==> src/logic/mul_pkg.sv <==
package mul_pkg;

  // operand width and iteration shape
  localparam int width_lp      = 32;
  localparam int iter_step_lp  = 4;                        // partial products per cycle
  localparam int iter_count_lp = width_lp / iter_step_lp;  // calc cycles per request
  localparam int csa_width_lp  = width_lp + iter_step_lp;

  // iteration counter width
  localparam int iter_cnt_width_lp = $clog2(iter_count_lp);

  // operation select, low half only for MUL
  typedef enum logic [1:0] {
    MUL    = 2'd0,  // low word
    MULH   = 2'd1,  // high word, signed x signed
    MULHSU = 2'd2,  // high word, signed x unsigned
    MULHU  = 2'd3   // high word, unsigned x unsigned
  } mul_op_e;

endpackage

==> src/logic/mul_req_if.sv <==
`timescale 1ns/1ps

interface mul_req_if;
  import mul_pkg::*;

  logic                valid;     // request present
  logic                ready;     // core idle
  logic [width_lp-1:0] op_a;      // multiplicand
  logic [width_lp-1:0] op_b;      // multiplier
  logic                a_signed;
  logic                b_signed;

  // decoder side launches the request
  modport decoder (
    output valid, op_a, op_b, a_signed, b_signed,
    input  ready
  );

  modport core (
    input  valid, op_a, op_b, a_signed, b_signed,
    output ready
  );

endinterface

==> src/logic/mul_csa_4_2.sv <==
`timescale 1ns/1ps

module mul_csa_4_2 (
  input  logic [mul_pkg::csa_width_lp-1:0] a_i,
  input  logic [mul_pkg::csa_width_lp-1:0] b_i,
  input  logic [mul_pkg::csa_width_lp-1:0] c_i,
  input  logic [mul_pkg::csa_width_lp-1:0] d_i,
  output logic [mul_pkg::csa_width_lp:0]   sum_o,
  output logic [mul_pkg::csa_width_lp:0]   carry_o
);
  import mul_pkg::*;

  logic [csa_width_lp:0] a_x, b_x, c_x, d_x;  // one guard bit each
  logic [csa_width_lp:0] s1, m1, c1;          // first row
  logic [csa_width_lp:0] m2;                  // second row majority

  assign a_x = {1'b0, a_i};
  assign b_x = {1'b0, b_i};
  assign c_x = {1'b0, c_i};
  assign d_x = {1'b0, d_i};

  // row 1 on a, b, c
  assign s1 = a_x ^ b_x ^ c_x;
  assign m1 = (a_x & b_x) | (a_x & c_x) | (b_x & c_x);
  assign c1 = {m1[csa_width_lp-1:0], 1'b0};

  // row 2 on the row 1 sum, d and the intermediate carry
  assign m2      = (s1 & d_x) | (s1 & c1) | (d_x & c1);
  assign sum_o   = s1 ^ d_x ^ c1;
  assign carry_o = {m2[csa_width_lp-1:0], 1'b0};  // bit 0 always clear

endmodule

==> src/logic/mul_iterative.sv <==
`timescale 1ns/1ps

module mul_iterative (
  input  logic                            clk_i,
  input  logic                            reset_internal,
  mul_req_if.core                         req,
  output logic [2*mul_pkg::width_lp-1:0]  product_o,
  output logic                            done_o,
  input  logic                            yumi_i
);
  import mul_pkg::*;

  typedef enum logic [2:0] {
    s_idle,
    s_calc,
    s_adjust,
    s_propagate,
    s_done
  } state_e;

  state_e state_r, state_n;

  logic clear;   // reset or retire
  logic accept;
  logic [iter_cnt_width_lp-1:0] iter_r;
  logic first_iter;
  logic last_iter;

  // operands, multiplier shifts down each calc cycle
  logic [width_lp-1:0] op_a_r;
  logic [width_lp-1:0] op_b_r;
  logic                a_neg_r;
  logic                b_neg_r;
  logic [width_lp-1:0] sign_fix_r;  // correction subtracted from the high word

  // carry-propagate adder
  logic [width_lp-1:0] cpa_a;
  logic [width_lp-1:0] cpa_b;
  logic [width_lp:0]   cpa_sum;

  // carry-save network
  logic [iter_step_lp-1:0][csa_width_lp-1:0] pp;
  logic [csa_width_lp-1:0] tree_sum;
  logic [csa_width_lp-1:0] tree_carry;
  logic [csa_width_lp-1:0] csa_a;
  logic [csa_width_lp-1:0] csa_b;
  logic [csa_width_lp:0]   csa_sum;
  logic [csa_width_lp:0]   csa_carry;

  // low bits waiting for the adder, and the running remnant
  logic [iter_step_lp-1:0] low_sum_r;
  logic [iter_step_lp-1:0] low_carry_r;
  logic [width_lp-1:0]     result_low_r;
  logic [width_lp-1:0]     rem_sum_r;
  logic [width_lp-1:0]     rem_carry_r;

  assign req.ready  = (state_r == s_idle);
  assign accept     = req.valid & req.ready;
  assign clear      = reset_internal | (yumi_i & (state_r == s_done));
  assign first_iter = (iter_r == '0);
  assign last_iter  = (iter_r == iter_cnt_width_lp'(iter_count_lp - 1));

  always_comb begin
    state_n = state_r;
    case (state_r)
      s_idle:      if (accept) state_n = s_calc;
      s_calc:      if (last_iter) state_n = s_adjust;
      s_adjust:    state_n = s_propagate;
      s_propagate: state_n = s_done;
      s_done:      state_n = s_done;  // held until yumi
      default:     state_n = s_idle;
    endcase
  end

  always_ff @(posedge clk_i) begin
    if (clear) begin
      state_r <= s_idle;
      iter_r  <= '0;
    end else begin
      state_r <= state_n;
      if (state_r == s_calc) iter_r <= iter_r + 1'b1;  // wraps back to zero
    end
  end

  // partial products from the low multiplier bits
  for (genvar i = 0; i < iter_step_lp; i++) begin : g_pp
    assign pp[i] = csa_width_lp'(op_a_r & {width_lp{op_b_r[i]}}) << i;
  end

  mul_wallace_tree tree (
    .pp_i    (pp),
    .sum_o   (tree_sum),
    .carry_o (tree_carry)
  );

  always_comb begin
    case (state_r)
      s_calc: begin
        csa_a = tree_sum;
        csa_b = tree_carry;
      end
      s_adjust: begin
        // two's complement of the correction
        csa_a = csa_width_lp'(~sign_fix_r);
        csa_b = csa_width_lp'(1'b1);
      end
      default: begin
        csa_a = '0;
        csa_b = '0;
      end
    endcase
  end

  mul_csa_4_2 compress (
    .a_i     (csa_a),
    .b_i     (csa_b),
    .c_i     (csa_width_lp'(rem_sum_r)),
    .d_i     (csa_width_lp'(rem_carry_r)),
    .sum_o   (csa_sum),
    .carry_o (csa_carry)
  );

  always_comb begin
    case (state_r)
      s_calc: begin
        if (first_iter) begin
          // a*b_neg + b*a_neg, the weight of the negative sign bits
          cpa_a = op_a_r & {width_lp{b_neg_r}};
          cpa_b = op_b_r & {width_lp{a_neg_r}};
        end else begin
          cpa_a = width_lp'(low_sum_r);
          cpa_b = width_lp'(low_carry_r);
        end
      end
      s_adjust: begin
        cpa_a = width_lp'(low_sum_r);
        cpa_b = width_lp'(low_carry_r);
      end
      s_propagate: begin
        cpa_a = rem_sum_r;
        cpa_b = rem_carry_r;
      end
      default: begin
        cpa_a = '0;
        cpa_b = '0;
      end
    endcase
  end

  assign cpa_sum = {1'b0, cpa_a} + {1'b0, cpa_b};

  always_ff @(posedge clk_i) begin
    if (clear) begin
      op_a_r       <= '0;
      op_b_r       <= '0;
      a_neg_r      <= 1'b0;
      b_neg_r      <= 1'b0;
      sign_fix_r   <= '0;
      low_sum_r    <= '0;
      low_carry_r  <= '0;
      result_low_r <= '0;
      rem_sum_r    <= '0;
      rem_carry_r  <= '0;
    end else begin
      case (state_r)
        s_idle: begin
          if (accept) begin
            op_a_r  <= req.op_a;
            op_b_r  <= req.op_b;
            a_neg_r <= req.op_a[width_lp-1] & req.a_signed;
            b_neg_r <= req.op_b[width_lp-1] & req.b_signed;
          end
        end
        s_calc: begin
          if (first_iter) sign_fix_r <= cpa_sum[width_lp-1:0];
          op_b_r      <= op_b_r >> iter_step_lp;
          low_sum_r   <= csa_sum[iter_step_lp-1:0];
          // adder carry from the previous low nibble enters at bit 0
          low_carry_r <= {csa_carry[iter_step_lp-1:1], cpa_sum[iter_step_lp] & ~first_iter};
          // first shift-in is the correction and falls off the bottom later
          result_low_r <= {cpa_sum[iter_step_lp-1:0], result_low_r[width_lp-1:iter_step_lp]};
          rem_sum_r    <= csa_sum[csa_width_lp-1:iter_step_lp];
          rem_carry_r  <= csa_carry[csa_width_lp-1:iter_step_lp];
        end
        s_adjust: begin
          result_low_r <= {cpa_sum[iter_step_lp-1:0], result_low_r[width_lp-1:iter_step_lp]};
          rem_sum_r    <= csa_sum[width_lp-1:0];
          rem_carry_r  <= {csa_carry[width_lp-1:1], cpa_sum[iter_step_lp]};
        end
        s_propagate: rem_sum_r <= cpa_sum[width_lp-1:0];  // high word resolved
        default: begin
        end
      endcase
    end
  end

  assign product_o = {rem_sum_r, result_low_r};
  assign done_o    = (state_r == s_done);

endmodule

==> src/logic/mul_op_decode.sv <==
`timescale 1ns/1ps

module mul_op_decode (
  input  logic                            clk_i,
  input  logic                            reset_internal,
  input  logic                            valid_i,
  input  mul_pkg::mul_op_e                op_i,
  input  logic [mul_pkg::width_lp-1:0]    op_a_i,
  input  logic [mul_pkg::width_lp-1:0]    op_b_i,
  mul_req_if.decoder                      req,
  input  logic [2*mul_pkg::width_lp-1:0]  product_i,
  output logic [mul_pkg::width_lp-1:0]    result_o
);
  import mul_pkg::*;

  logic high_half_r;  // selection for the request in flight

  // request passes through to the core
  assign req.valid = valid_i;
  assign req.op_a  = op_a_i;
  assign req.op_b  = op_b_i;

  // signedness per operation
  assign req.a_signed = (op_i == MULH) || (op_i == MULHSU);
  assign req.b_signed = (op_i == MULH);

  always_ff @(posedge clk_i) begin
    if (reset_internal) begin
      high_half_r <= 1'b0;
    end else if (req.valid && req.ready) begin
      high_half_r <= (op_i != MUL);  // captured on accept
    end
  end

  // ready stays low until retirement, so the flag holds through done
  assign result_o = high_half_r ? product_i[2*width_lp-1:width_lp]
                                : product_i[width_lp-1:0];

endmodule

==> src/logic/mul_unit.sv <==
`timescale 1ns/1ps

module mul_unit (
  input  logic                          clk_i,
  input  logic                          reset_internal,
  input  logic                          valid_i,
  output logic                          ready_o,
  input  mul_pkg::mul_op_e              op_i,
  input  logic [mul_pkg::width_lp-1:0]  op_a_i,
  input  logic [mul_pkg::width_lp-1:0]  op_b_i,
  output logic [mul_pkg::width_lp-1:0]  result_o,
  output logic                          valid_o,
  input  logic                          yumi_i
);
  import mul_pkg::*;

  mul_req_if req_if ();

  logic [2*width_lp-1:0] product;  // full product from the core

  mul_op_decode decode (
    .clk_i          (clk_i),
    .reset_internal (reset_internal),
    .valid_i        (valid_i),
    .op_i           (op_i),
    .op_a_i         (op_a_i),
    .op_b_i         (op_b_i),
    .req            (req_if.decoder),
    .product_i      (product),
    .result_o       (result_o)
  );

  mul_iterative core (
    .clk_i          (clk_i),
    .reset_internal (reset_internal),
    .req            (req_if.core),
    .product_o      (product),
    .done_o         (valid_o),
    .yumi_i         (yumi_i)
  );

  assign ready_o = req_if.ready;

endmodule

==> src/logic/mul_wallace_tree.sv <==
`timescale 1ns/1ps

module mul_wallace_tree (
  input  logic [mul_pkg::iter_step_lp-1:0][mul_pkg::csa_width_lp-1:0] pp_i,
  output logic [mul_pkg::csa_width_lp-1:0]                             sum_o,
  output logic [mul_pkg::csa_width_lp-1:0]                             carry_o
);
  import mul_pkg::*;

  // first layer of full adders
  logic [csa_width_lp-1:0] l1_sum;
  logic [csa_width_lp-1:0] l1_maj;
  logic [csa_width_lp-1:0] l1_carry;

  // second layer
  logic [csa_width_lp-1:0] l2_sum;
  logic [csa_width_lp-1:0] l2_maj;
  logic [csa_width_lp-1:0] l2_carry;

  // layer 1 takes the three lowest weighted partial products
  assign l1_sum = pp_i[0] ^ pp_i[1] ^ pp_i[2];
  assign l1_maj = (pp_i[0] & pp_i[1])
                | (pp_i[0] & pp_i[2])
                | (pp_i[1] & pp_i[2]);

  // carries weigh one place higher
  assign l1_carry = {l1_maj[csa_width_lp-2:0], 1'b0};

  // layer 2 folds in the last partial product
  assign l2_sum = l1_sum ^ l1_carry ^ pp_i[3];
  assign l2_maj = (l1_sum & l1_carry)
                | (l1_sum & pp_i[3])
                | (l1_carry & pp_i[3]);
  assign l2_carry = {l2_maj[csa_width_lp-2:0], 1'b0};

  // the four products sum below 2**csa_width, so no top carry is lost
  assign sum_o   = l2_sum;
  assign carry_o = l2_carry;

endmodule

==> config.mk <==
export PLATFORM = sky130hd
export DESIGN_NAME = mul_unit
export DESIGN_NICKNAME = d
export VERILOG_FILES = /design/src/logic/mul_pkg.sv /design/src/logic/mul_req_if.sv /design/src/logic/mul_csa_4_2.sv /design/src/logic/mul_iterative.sv /design/src/logic/mul_op_decode.sv /design/src/logic/mul_unit.sv /design/src/logic/mul_wallace_tree.sv
export SDC_FILE = /design/constraint.sdc
export NUM_CORES = 1
export LEC_CHECK = 0
export BUFFER_PORTS_ARGS = -buffer_cell sky130_fd_sc_hd__buf_2
export CAP_MARGIN = 30
export CORE_MARGIN = 2
export CORE_UTILIZATION = 44
export CTS_CLUSTER_DIAMETER = 120
export CTS_CLUSTER_SIZE = 30
export DETAILED_ROUTE_END_ITERATION = 6
export MAX_ROUTING_LAYER = met4
export SKIP_LAST_GASP = 1
export SLEW_MARGIN = 20
export SYNTH_ARGS = -nofsm -noshare
export SYNTH_HDL_FRONTEND = slang
export SYNTH_SLANG_ARGS = --single-unit
==> constraint.sdc <==
create_clock -name clk_i -period 4.54 [get_ports clk_i]
set_clock_uncertainty 0.15 [all_clocks]
set_input_delay 0.454 -clock clk_i [delete_from_list [all_inputs] [get_ports clk_i]]
set_output_delay 0.454 -clock clk_i [all_outputs]
set_load 0.05 [all_outputs]
==> out/qor.yml, run 1 <==
start_util: 0.449
grt_pass1_vias: 13400
whs_ps: 43.1
grt_util_all_layers: 0.304
cp.arrival_ps: 4580
ant_nets: 0
overflow: 0
routed_wl_um: 53100
relSlewSlack: 0.408
grt_pass1_wl_um: 81600
yosysWarningCount: 0
insertion_delay_ps: 500
fp.dieW_um: 189
period_share: 0.957
critical-path-top-delay-family: "adder cells"
yosysTopAreaCellShare: 0.276
die_area_sq_um: 35900
place.gp.congestion: 0.934
synth_top_cells_by_count: "nand2_1, dfxtp_1, a21oi_1, inv_1, fa_1"
crit_chain: "buf_4, nand2_1, fa_1, inv_1, fa_1, nand2_1, o21ai_0, fa_1, inv_1, fa_1, nor2_1, a21oi_1, a22oi_1, o221a_2"
grt_max_degree: 70
async_flop_share: 0
coreArea_sq_um: 33700
syn-num-nets: 2129
tns_ps: 0
antenna_cells: 0
maxCapViolCount: 0
io_pins: 104
cp_max_fo: 16
drive_gt1_frac: 0.138
swShare: 0.312
synth-edff-count: 0
met2_usage: 0.399
worstMarginPinSlew_ps: 886
ir_worst_vdd_v: 0.000201
hpwl_um: 41200
nets: 2205
hp-class: "input pin to register"
grt_use_met1: 0.491
syn2layout_area_growth_pct: 11.1
firstDrtPassIters: 6
power.leakage_nw: 7.05
cts_root_buffer: "clkbuf_16"
cts_buffers: 11
setup_viol: 0
h-tree-depth: 1
synthTopCellsByArea: "dfxtp_1, fa_1, nand2_1, a21oi_1, ha_1"
synthCells: 1888
die_h_um: 189
max_stage_delay_ps: 780
wire_per_inst_um: 22.0
power.switching_mw: 1.19
crit_path_end_kind: "register"
top_usage_layer: "met1"
dr.first_iter.drc_count: 1684
vias_per_cell: 5.86
ys_types: 66
yosys.area.top_type: "dfxtp_1"
crit_top_cell: "fa_1"
io_buffers: 103
powerDensity_nw_per_um2: 228
outcome: "finished clean"
crit_path_start_kind: "register"
grtUsageMet3: 0.0436
clk_path_buf_depth: 3
p_seq_frac: 0.527
ctsHoldBuffers: 0
antenna_found_initial: 0
ys_ff_latch: 209
n_fill_cell: 3397
clkSinkCount: 209
ys_seq_area_frac: 0.276
final.min_clock_period_ps: 4350
drc: 0
synth_area_per_cell_sq_um: 8.02
timing.final.hold_violations: 0
vias: 14100
yosysMostFrequentCell: "nand2_1"
crit_required_ps: 4780
clk_pin_slew_ps: 110
rows: 67
worst_path_max_delay_cell: "dfxtp_1"
tritoncts: "yes"
fmax_mhz: 230
drv_slew: 0
comb_power_share: 0.155
ys.flop_type: "dfxtp_1"
clkPwrFrac: 0.319
netlist_area_sq_um: 15100
worst-path-buf-inv: 3
p_int_mw: 2.64
crit_type: "register to register"
rsz0062_at_grt: "false"
-- registers in the layout (all words and copies together), names as in the netlist --
register	cells
core.a_neg_r	1
core.b_neg_r	1
core.iter_r	3
core.low_carry_r	4
core.low_sum_r	4
core.op_a_r	32
core.op_b_r	32
core.rem_carry_r	32
core.rem_sum_r	32
core.result_low_r	32
core.sign_fix_r	32
core.state_r	3
decode.high_half_r	1
-- final timing paths --
path,start,end,slack [ps],cells past startpoint
worst max-delay path,core.op_b_r[0],core.rem_sum_r[6],190,14
worst min-delay path,op_a_i[5],core.op_a_r[5],40,3
worst max register to register,core.op_b_r[0],core.rem_sum_r[6],190,14
worst min register to register,core.result_low_r[2],core.result_low_r[2],310,2
-- cells by family (layout without fill, tap and decap cells) --
kind of cell / after synthesis / in the layout / synth area share
and+or+nand+nor: 629 / 629 / 0.182
adders and majority gates: 171 / 171 / 0.202
muxes: 38 / 38 / 0.0279
AOI/OAI and AO/OA: 527 / 527 / 0.223
buffers and inverters: 284 / 363 / 0.0717
xor gates and xnor gates: 30 / 30 / 0.0174
DFF: 209 / 209 / 0.276
-- worst register-to-register path, stage by stage, from the launching register on --
cell and delay (ps):
dfxtp_1 780, buf_4 320, nand2_1 90, fa_1 500
inv_1 50, fa_1 440, nand2_1 130, o21ai_0 120
fa_1 520, inv_1 60, fa_1 530, nor2_1 60
a21oi_1 120, a22oi_1 100, o221a_2 260
-- timing repair --
action / in CTS / in global routing
endpoints found under the setup margin: 0 / 2
resized for setup: 0 / 1
setup buffers: 0 / 0
-- routing by layer --
metal  wire, um  up-vias
met3       5740       40
met1      26000     6844
met5          0        -
met4        715        0
met2      20600      748
li1           -     6516
-- power groups by stage --
stage / clock (mW) / sequential [mW] / combinational [mW]
6_report: 1.22 / 2.02 / 0.593
5_1_grt: 1.31 / 2.02 / 0.647
4_1_cts: 1.25 / 2.02 / 0.578
3_5_place_dp: 0 / 2.06 / 0.577
3_3_place_gp: 0 / 2.06 / 0.571
2_1_floorplan: 0 / 1.99 / 0.382
-- cells in the final DEF (no fill, tap or decap), types with 9 or more instances in the layout --
master,count
xnor2_1,17
and2_1,91
a21o_1,13
inv_1,156
ha_1,49
dfxtp_1,208
a22oi_1,40
nor2_1,95
o21ai_0,108
clkbuf_16,11
a22o_1,44
a21oi_1,186
buf_4,84
a31oi_1,10
mux2_2,34
buf_2,103
nor3_1,10
nand2_1,372
nand3_1,19
fa_1,122
xor2_1,13
o22ai_1,30
a221oi_1,9
a211oi_1,11
-- final cells by class --
type	instances	area [sq um]	area share
repair buffers	191	1220	0.0726
inverters	156	586	0.0348
well taps	448	561	0.0333
flip-flops and latches	209	4190	0.249
clock inverters	3	58.8	0.00350
multi-input cells	1395	9910	0.589
clock buffers	13	293	0.0174
-- metrics by stage --
| step | setup slack (ps) | instance area (sq um) | total power, mW | cells | util |
|---|---|---|---|---|---|
| after global routing | 88.7 | 16800 | 3.98 | 2415 | 0.499 |
| after global placement | 247 | 16400 | 2.63 | 2398 | 0.488 |
| after CTS | 181 | 16800 | 3.85 | 2414 | 0.498 |
| final | 193 | 16800 | 3.83 | 2415 | 0.499 |
| after floorplan | 757 | 15100 | 2.37 | 1888 | - |
| after detailed placement | 198 | 16400 | 2.63 | 2398 | 0.488 |
Note: power is estimated with default switching activity, not from simulation.
==> run 2, diff against run 1 <==
--- a/config.mk
+++ b/config.mk
@@ -13,6 +13,7 @@
 export CTS_CLUSTER_SIZE = 30
 export DETAILED_ROUTE_END_ITERATION = 6
 export MAX_ROUTING_LAYER = met4
+export SETUP_SLACK_MARGIN = 0.3
 export SKIP_LAST_GASP = 1
 export SLEW_MARGIN = 20
 export SYNTH_ARGS = -nofsm -noshare
==> run 2 against run 1 <==
Compared with the run above: die area unchanged; worst setup slack improved by 210 ps; core utilization increased by 0.093 points; combinational power increased by 1%; largest power group unchanged.
==> out/qor.yml, run 2 (same netlist as run 1, synthesis figures left out) <==
coreArea_sq_um: 33700
syn2layout_area_growth_pct: 11.3
nets: 2206
crit_required_ps: 4830
cp_max_fo: 26
whs_ps: 42.9
cp.arrival_ps: 4430
crit_start: "core.state_r[0]"
wire_per_inst_um: 22.1
grt_pass1_wl_um: 81600
layout_common_cells: "nand2_1, dfxtp_1, a21oi_1, inv_1, fa_1"
rsz0062_at_grt: "false"
tritoncts: "yes"
crit_top_cell: "buf_4"
crit_chain: "buf_4, buf_4, nand2b_1, nor2_4, buf_4, nand2_1, o21ai_0, fa_1, inv_1, fa_1, inv_1, mux2i_1, a21oi_1, o221a_2"
clk_path_buf_depth: 3
ant_nets: 0
clk_pin_slew_ps: 120
r2r_cells: 14
cts_buffers: 11
insertion_delay_ps: 510
whs_path_depth: 3
ctsHoldBuffers: 0
final.min_clock_period_ps: 4140
cts_root_buffer: "clkbuf_16"
overflow: 0
worst_path_max_delay_cell: "nor2_4"
grt_max_degree: 70
crit_path_end_kind: "register"
die_area_sq_um: 35900
start_util: 0.449
place.gp.congestion: 0.934
r2r_slack_ps: 400
timing.final.hold_violations: 0
fmax_mhz: 242
ir_worst_vdd_v: 0.000201
timing.rr.start: "core.state_r[0]"
period_share: 0.912
outcome: "finished clean"
die_h_um: 189
antenna_found_initial: 0
vias: 14200
hp-class: "input pin to register"
endpoint: "core.rem_sum_r[0]"
worst-path-buf-inv: 5
finalPower_mw: 3.84
drc: 0
crit_path_start_kind: "register"
io_buffers: 103
drive_gt1_frac: 0.141
max_stage_delay_ps: 560
io_pins: 104
cp.depth: 14
critical-path-top-delay-family: "buffers and inverters"
firstDrtPassIters: 5
clkSinkCount: 209
tns_ps: 0
hpwl_um: 41200
relSlewSlack: 0.403
crit_type: "register to register"
final_common_cell: "nand2_1"
fp.dieW_um: 189
rows: 67
drv_slew: 0
n_fill_cell: 3398
power.leakage_nw: 7.05
dr.first_iter.drc_count: 1668
worstMarginPinSlew_ps: 894
reg2reg_to: "core.rem_sum_r[0]"
setup_viol: 0
routed_wl_um: 53300
maxCapViolCount: 0
h-tree-depth: 1
grt_pass1_vias: 13400
vias_per_cell: 5.87
powerDensity_nw_per_um2: 228
grt_util_all_layers: 0.304
[run 2: metrics by stage]
stage          setup WS, ps  cells   util  instance area (sq um)
2_1_floorplan           757   1888      -                  15100
3_3_place_gp            247   2398  0.488                  16400
3_5_place_dp            198   2398  0.488                  16400
4_1_cts                 381   2414  0.499                  16800
5_1_grt                 270   2416  0.500                  16800
6_report                399   2417  0.500                  16800
[run 2: repair_timing]
item | in CTS | in global routing
setup endpoints to repair | 6 | 27
pin swaps | 0 | 3
resized for setup | 2 | 8
setup buffers | 0 | 0
gates cloned | 0 | 1
[run 2: routing by layer]
metal / track usage / vias up / wire (um)
li1: - / 6520 / -
met1: 0.491 / 6879 / 26400
met2: 0.399 / 751 / 20700
met3: 0.0436 / 38 / 5590
met4: 0.0450 / 0 / 669
met5: - / - / 0
[run 2: layout make-up]
cell class,count,area (sq um),area share
diodes,1,2.50,0.000149
clock buffers,13,293,0.0174
clock inverters,3,58.8,0.00349
inverters,156,586,0.0348
multi-input cells,1396,9940,0.590
flip-flops and latches,209,4190,0.249
well taps,448,561,0.0333
repair buffers,191,1220,0.0725
[run 2: report_power, final]
group / switching (mW) / internal [mW] / total, mW
Clock: 0.685 / 0.538 / 1.22
Combinational: 0.394 / 0.204 / 0.599
Sequential: 0.119 / 1.90 / 2.02
[run 2: tightest hold or removal path, stage by stage]
cell and delay (ps):
buf_2 90, nand2_1 40, a21oi_1 50
[run 2: worst min-delay path by stage]
stage / startpoint / end / slack, ps
floorplan: core.sign_fix_r[17] / core.sign_fix_r[17] / 270
global placement: core.result_low_r[2] / core.result_low_r[2] / 290
detailed placement: core.sign_fix_r[8] / core.sign_fix_r[8] / 300
CTS: op_a_i[10] / core.op_a_r[10] / 30
global route: op_a_i[6] / core.op_a_r[6] / 40
finish: op_a_i[5] / core.op_a_r[5] / 40
==> run 3, diff against run 2 <==
--- a/config.mk
+++ b/config.mk
@@ -18,4 +18,5 @@
 export SLEW_MARGIN = 20
 export SYNTH_ARGS = -nofsm -noshare
 export SYNTH_HDL_FRONTEND = slang
+export SYNTH_HIERARCHICAL = 1
 export SYNTH_SLANG_ARGS = --single-unit
==> run 3 against run 2 <==
Compared with the run above: via count decreased by 2.1%; design area grew 1.6%; cell count fell by 0.74%; maximum frequency increased by 3.2%; global-route usage is 3.2 points lower; critical path type unchanged; total power increased by 2.8%; combinational power grew 20%; critical endpoint is now core/rem_sum_r[26]; synthesized cell count up 3.1%.
==> out/qor.yml, run 3 <==
outcome: "finished clean"
power.leakage_nw: 7.40
fmax_mhz: 249
start_util: 0.445
nets: 2177
worst_path_max_delay_cell: "or4b_1"
fp.dieW_um: 196
cts_root_buffer: "clkbuf_16"
place.gp.congestion: 0.940
ant_nets: 0
dr.first_iter.drc_count: 1135
tns_ps: 0
netlist_area_sq_um: 16200
clk_path_buf_depth: 3
grt_pass1_wl_um: 78900
relSlewSlack: 0.389
io_buffers: 103
crit_chain: "buf_4, and2b_1, nand2b_2, o21ai_1, buf_4, a22oi_1, nand2_1, ha_1, inv_1, fa_1, nand2b_1, a21oi_2, o311a_1, o31ai_4, a21oi_1, a21oi_1, or4b_1, nand3_1"
synthCells: 1947
tritoncts: "yes"
grt_max_degree: 87
worstMarginPinSlew_ps: 917
setup_viol: 0
h-tree-depth: 1
firstDrtPassIters: 5
hp-class: "input pin to register"
whs_ps: 24.9
cts_buffers: 11
max_stage_delay_ps: 500
wire_per_inst_um: 21.3
rsz0062_at_grt: "true"
ir_worst_vdd_v: 0.000190
powerDensity_nw_per_um2: 230
clk_pin_slew_ps: 130
drive_gt1_frac: 0.123
crit_required_ps: 4840
worst-path-buf-inv: 3
crit_path_start_kind: "register"
coreArea_sq_um: 36400
grt_util_all_layers: 0.272
crit_type: "register to register"
clkSinkCount: 209
drv_slew: 0
n_fill_cell: 3678
io_pins: 104
period_share: 0.884
die_area_sq_um: 38400
crit_path_end_kind: "register"
die_h_um: 196
synth_area_per_cell_sq_um: 8.33
maxCapViolCount: 0
final_common_cell: "nand2_1"
vias_per_cell: 5.79
syn2layout_area_growth_pct: 5.55
critical-path-top-delay-family: "simple AND/OR/NAND/NOR gates"
rows: 70
timing.final.hold_violations: 0
yosysWarningCount: 6
drc: 0
final.min_clock_period_ps: 4010
hpwl_um: 37800
routed_wl_um: 51100
ctsHoldBuffers: 0
antenna_cells: 0
vias: 13900
cp.arrival_ps: 4310
layout_common_cells: "nand2_1, a21oi_1, dfxtp_1, and2_1, fa_1"
cp_max_fo: 9
antenna_found_initial: 0
insertion_delay_ps: 500
grt_pass1_vias: 13400
overflow: 0
-- run 3: changes by cell type in the layout (fill, tap and decap cells not counted), moves of 12 or more --
cell and change:
mux2i_1 +12, fa_1 +19, mux2_4 +30, o22ai_1 -23, and2_1 +79, inv_1 -133
buf_4 -38, mux2_2 -31, a21oi_1 +68, conb_1 +25, a22o_1 +13, o21ai_0 -35
-- run 3: per-layer routing --
layer / global-route usage / wire length [um]
met5: - / 0
met4: 0.0561 / 905
met3: 0.0364 / 3510
met2: 0.415 / 22600
met1: 0.389 / 24100
-- run 3: worst reg2reg max path: cells and delay by family, from the launching register on --
family | cells | cell delay, ps
flops | 1 | 440
simple gates | 6 | 1130
compound gates | 7 | 1120
buf+inv | 3 | 480
fa+ha+maj | 2 | 650
-- run 3: path summary, 6_finish.rpt --
check                             from                    to  slack (ps)  cells after the start
setup reg to reg       core/state_r[0]    core/rem_sum_r[26]         530                     18
hold / removal               op_a_i[3]        core/op_a_r[3]          20                      3
hold reg to reg   core/result_low_r[2]  core/result_low_r[2]         310                      2
setup / recovery       core/state_r[0]    core/rem_sum_r[26]         530                     18
-- run 3: what timing repair did --
action | 4_1_cts | 5_1_grt
resized for setup | 2 | 6
cloned | 0 | 0
setup endpoints to repair | 10 | 29
buffers inserted | 0 | 0
-- run 3: through the flow --
step	utilization	instances	power, mW	setup slack (ps)	cell area (sq um)
after floorplan	-	1970	2.56	623	16300
after global placement	0.458	2379	2.80	269	16700
after detailed placement	0.459	2381	2.81	189	16700
after CTS	0.468	2397	3.96	343	17100
after global routing	0.470	2399	4.11	263	17100
final	0.470	2399	3.94	527	17100
-- run 3: cell type report --
type                    instances  area [sq um]  share of cell area
clock buffers                  11           275              0.0161
clock inverters                 5          41.3             0.00241
inverters                      23          86.3             0.00504
multi-input cells            1529         11000               0.641
flip-flops and latches        209          4190               0.245
well taps                     468           586              0.0342
repair buffers                154           971              0.0567
-- run 3: power by group --
part / internal (mW) / switching (mW)
logic: 0.262 / 0.459
registers: 1.91 / 0.156
clock network: 0.462 / 0.696
total: 2.63 / 1.31
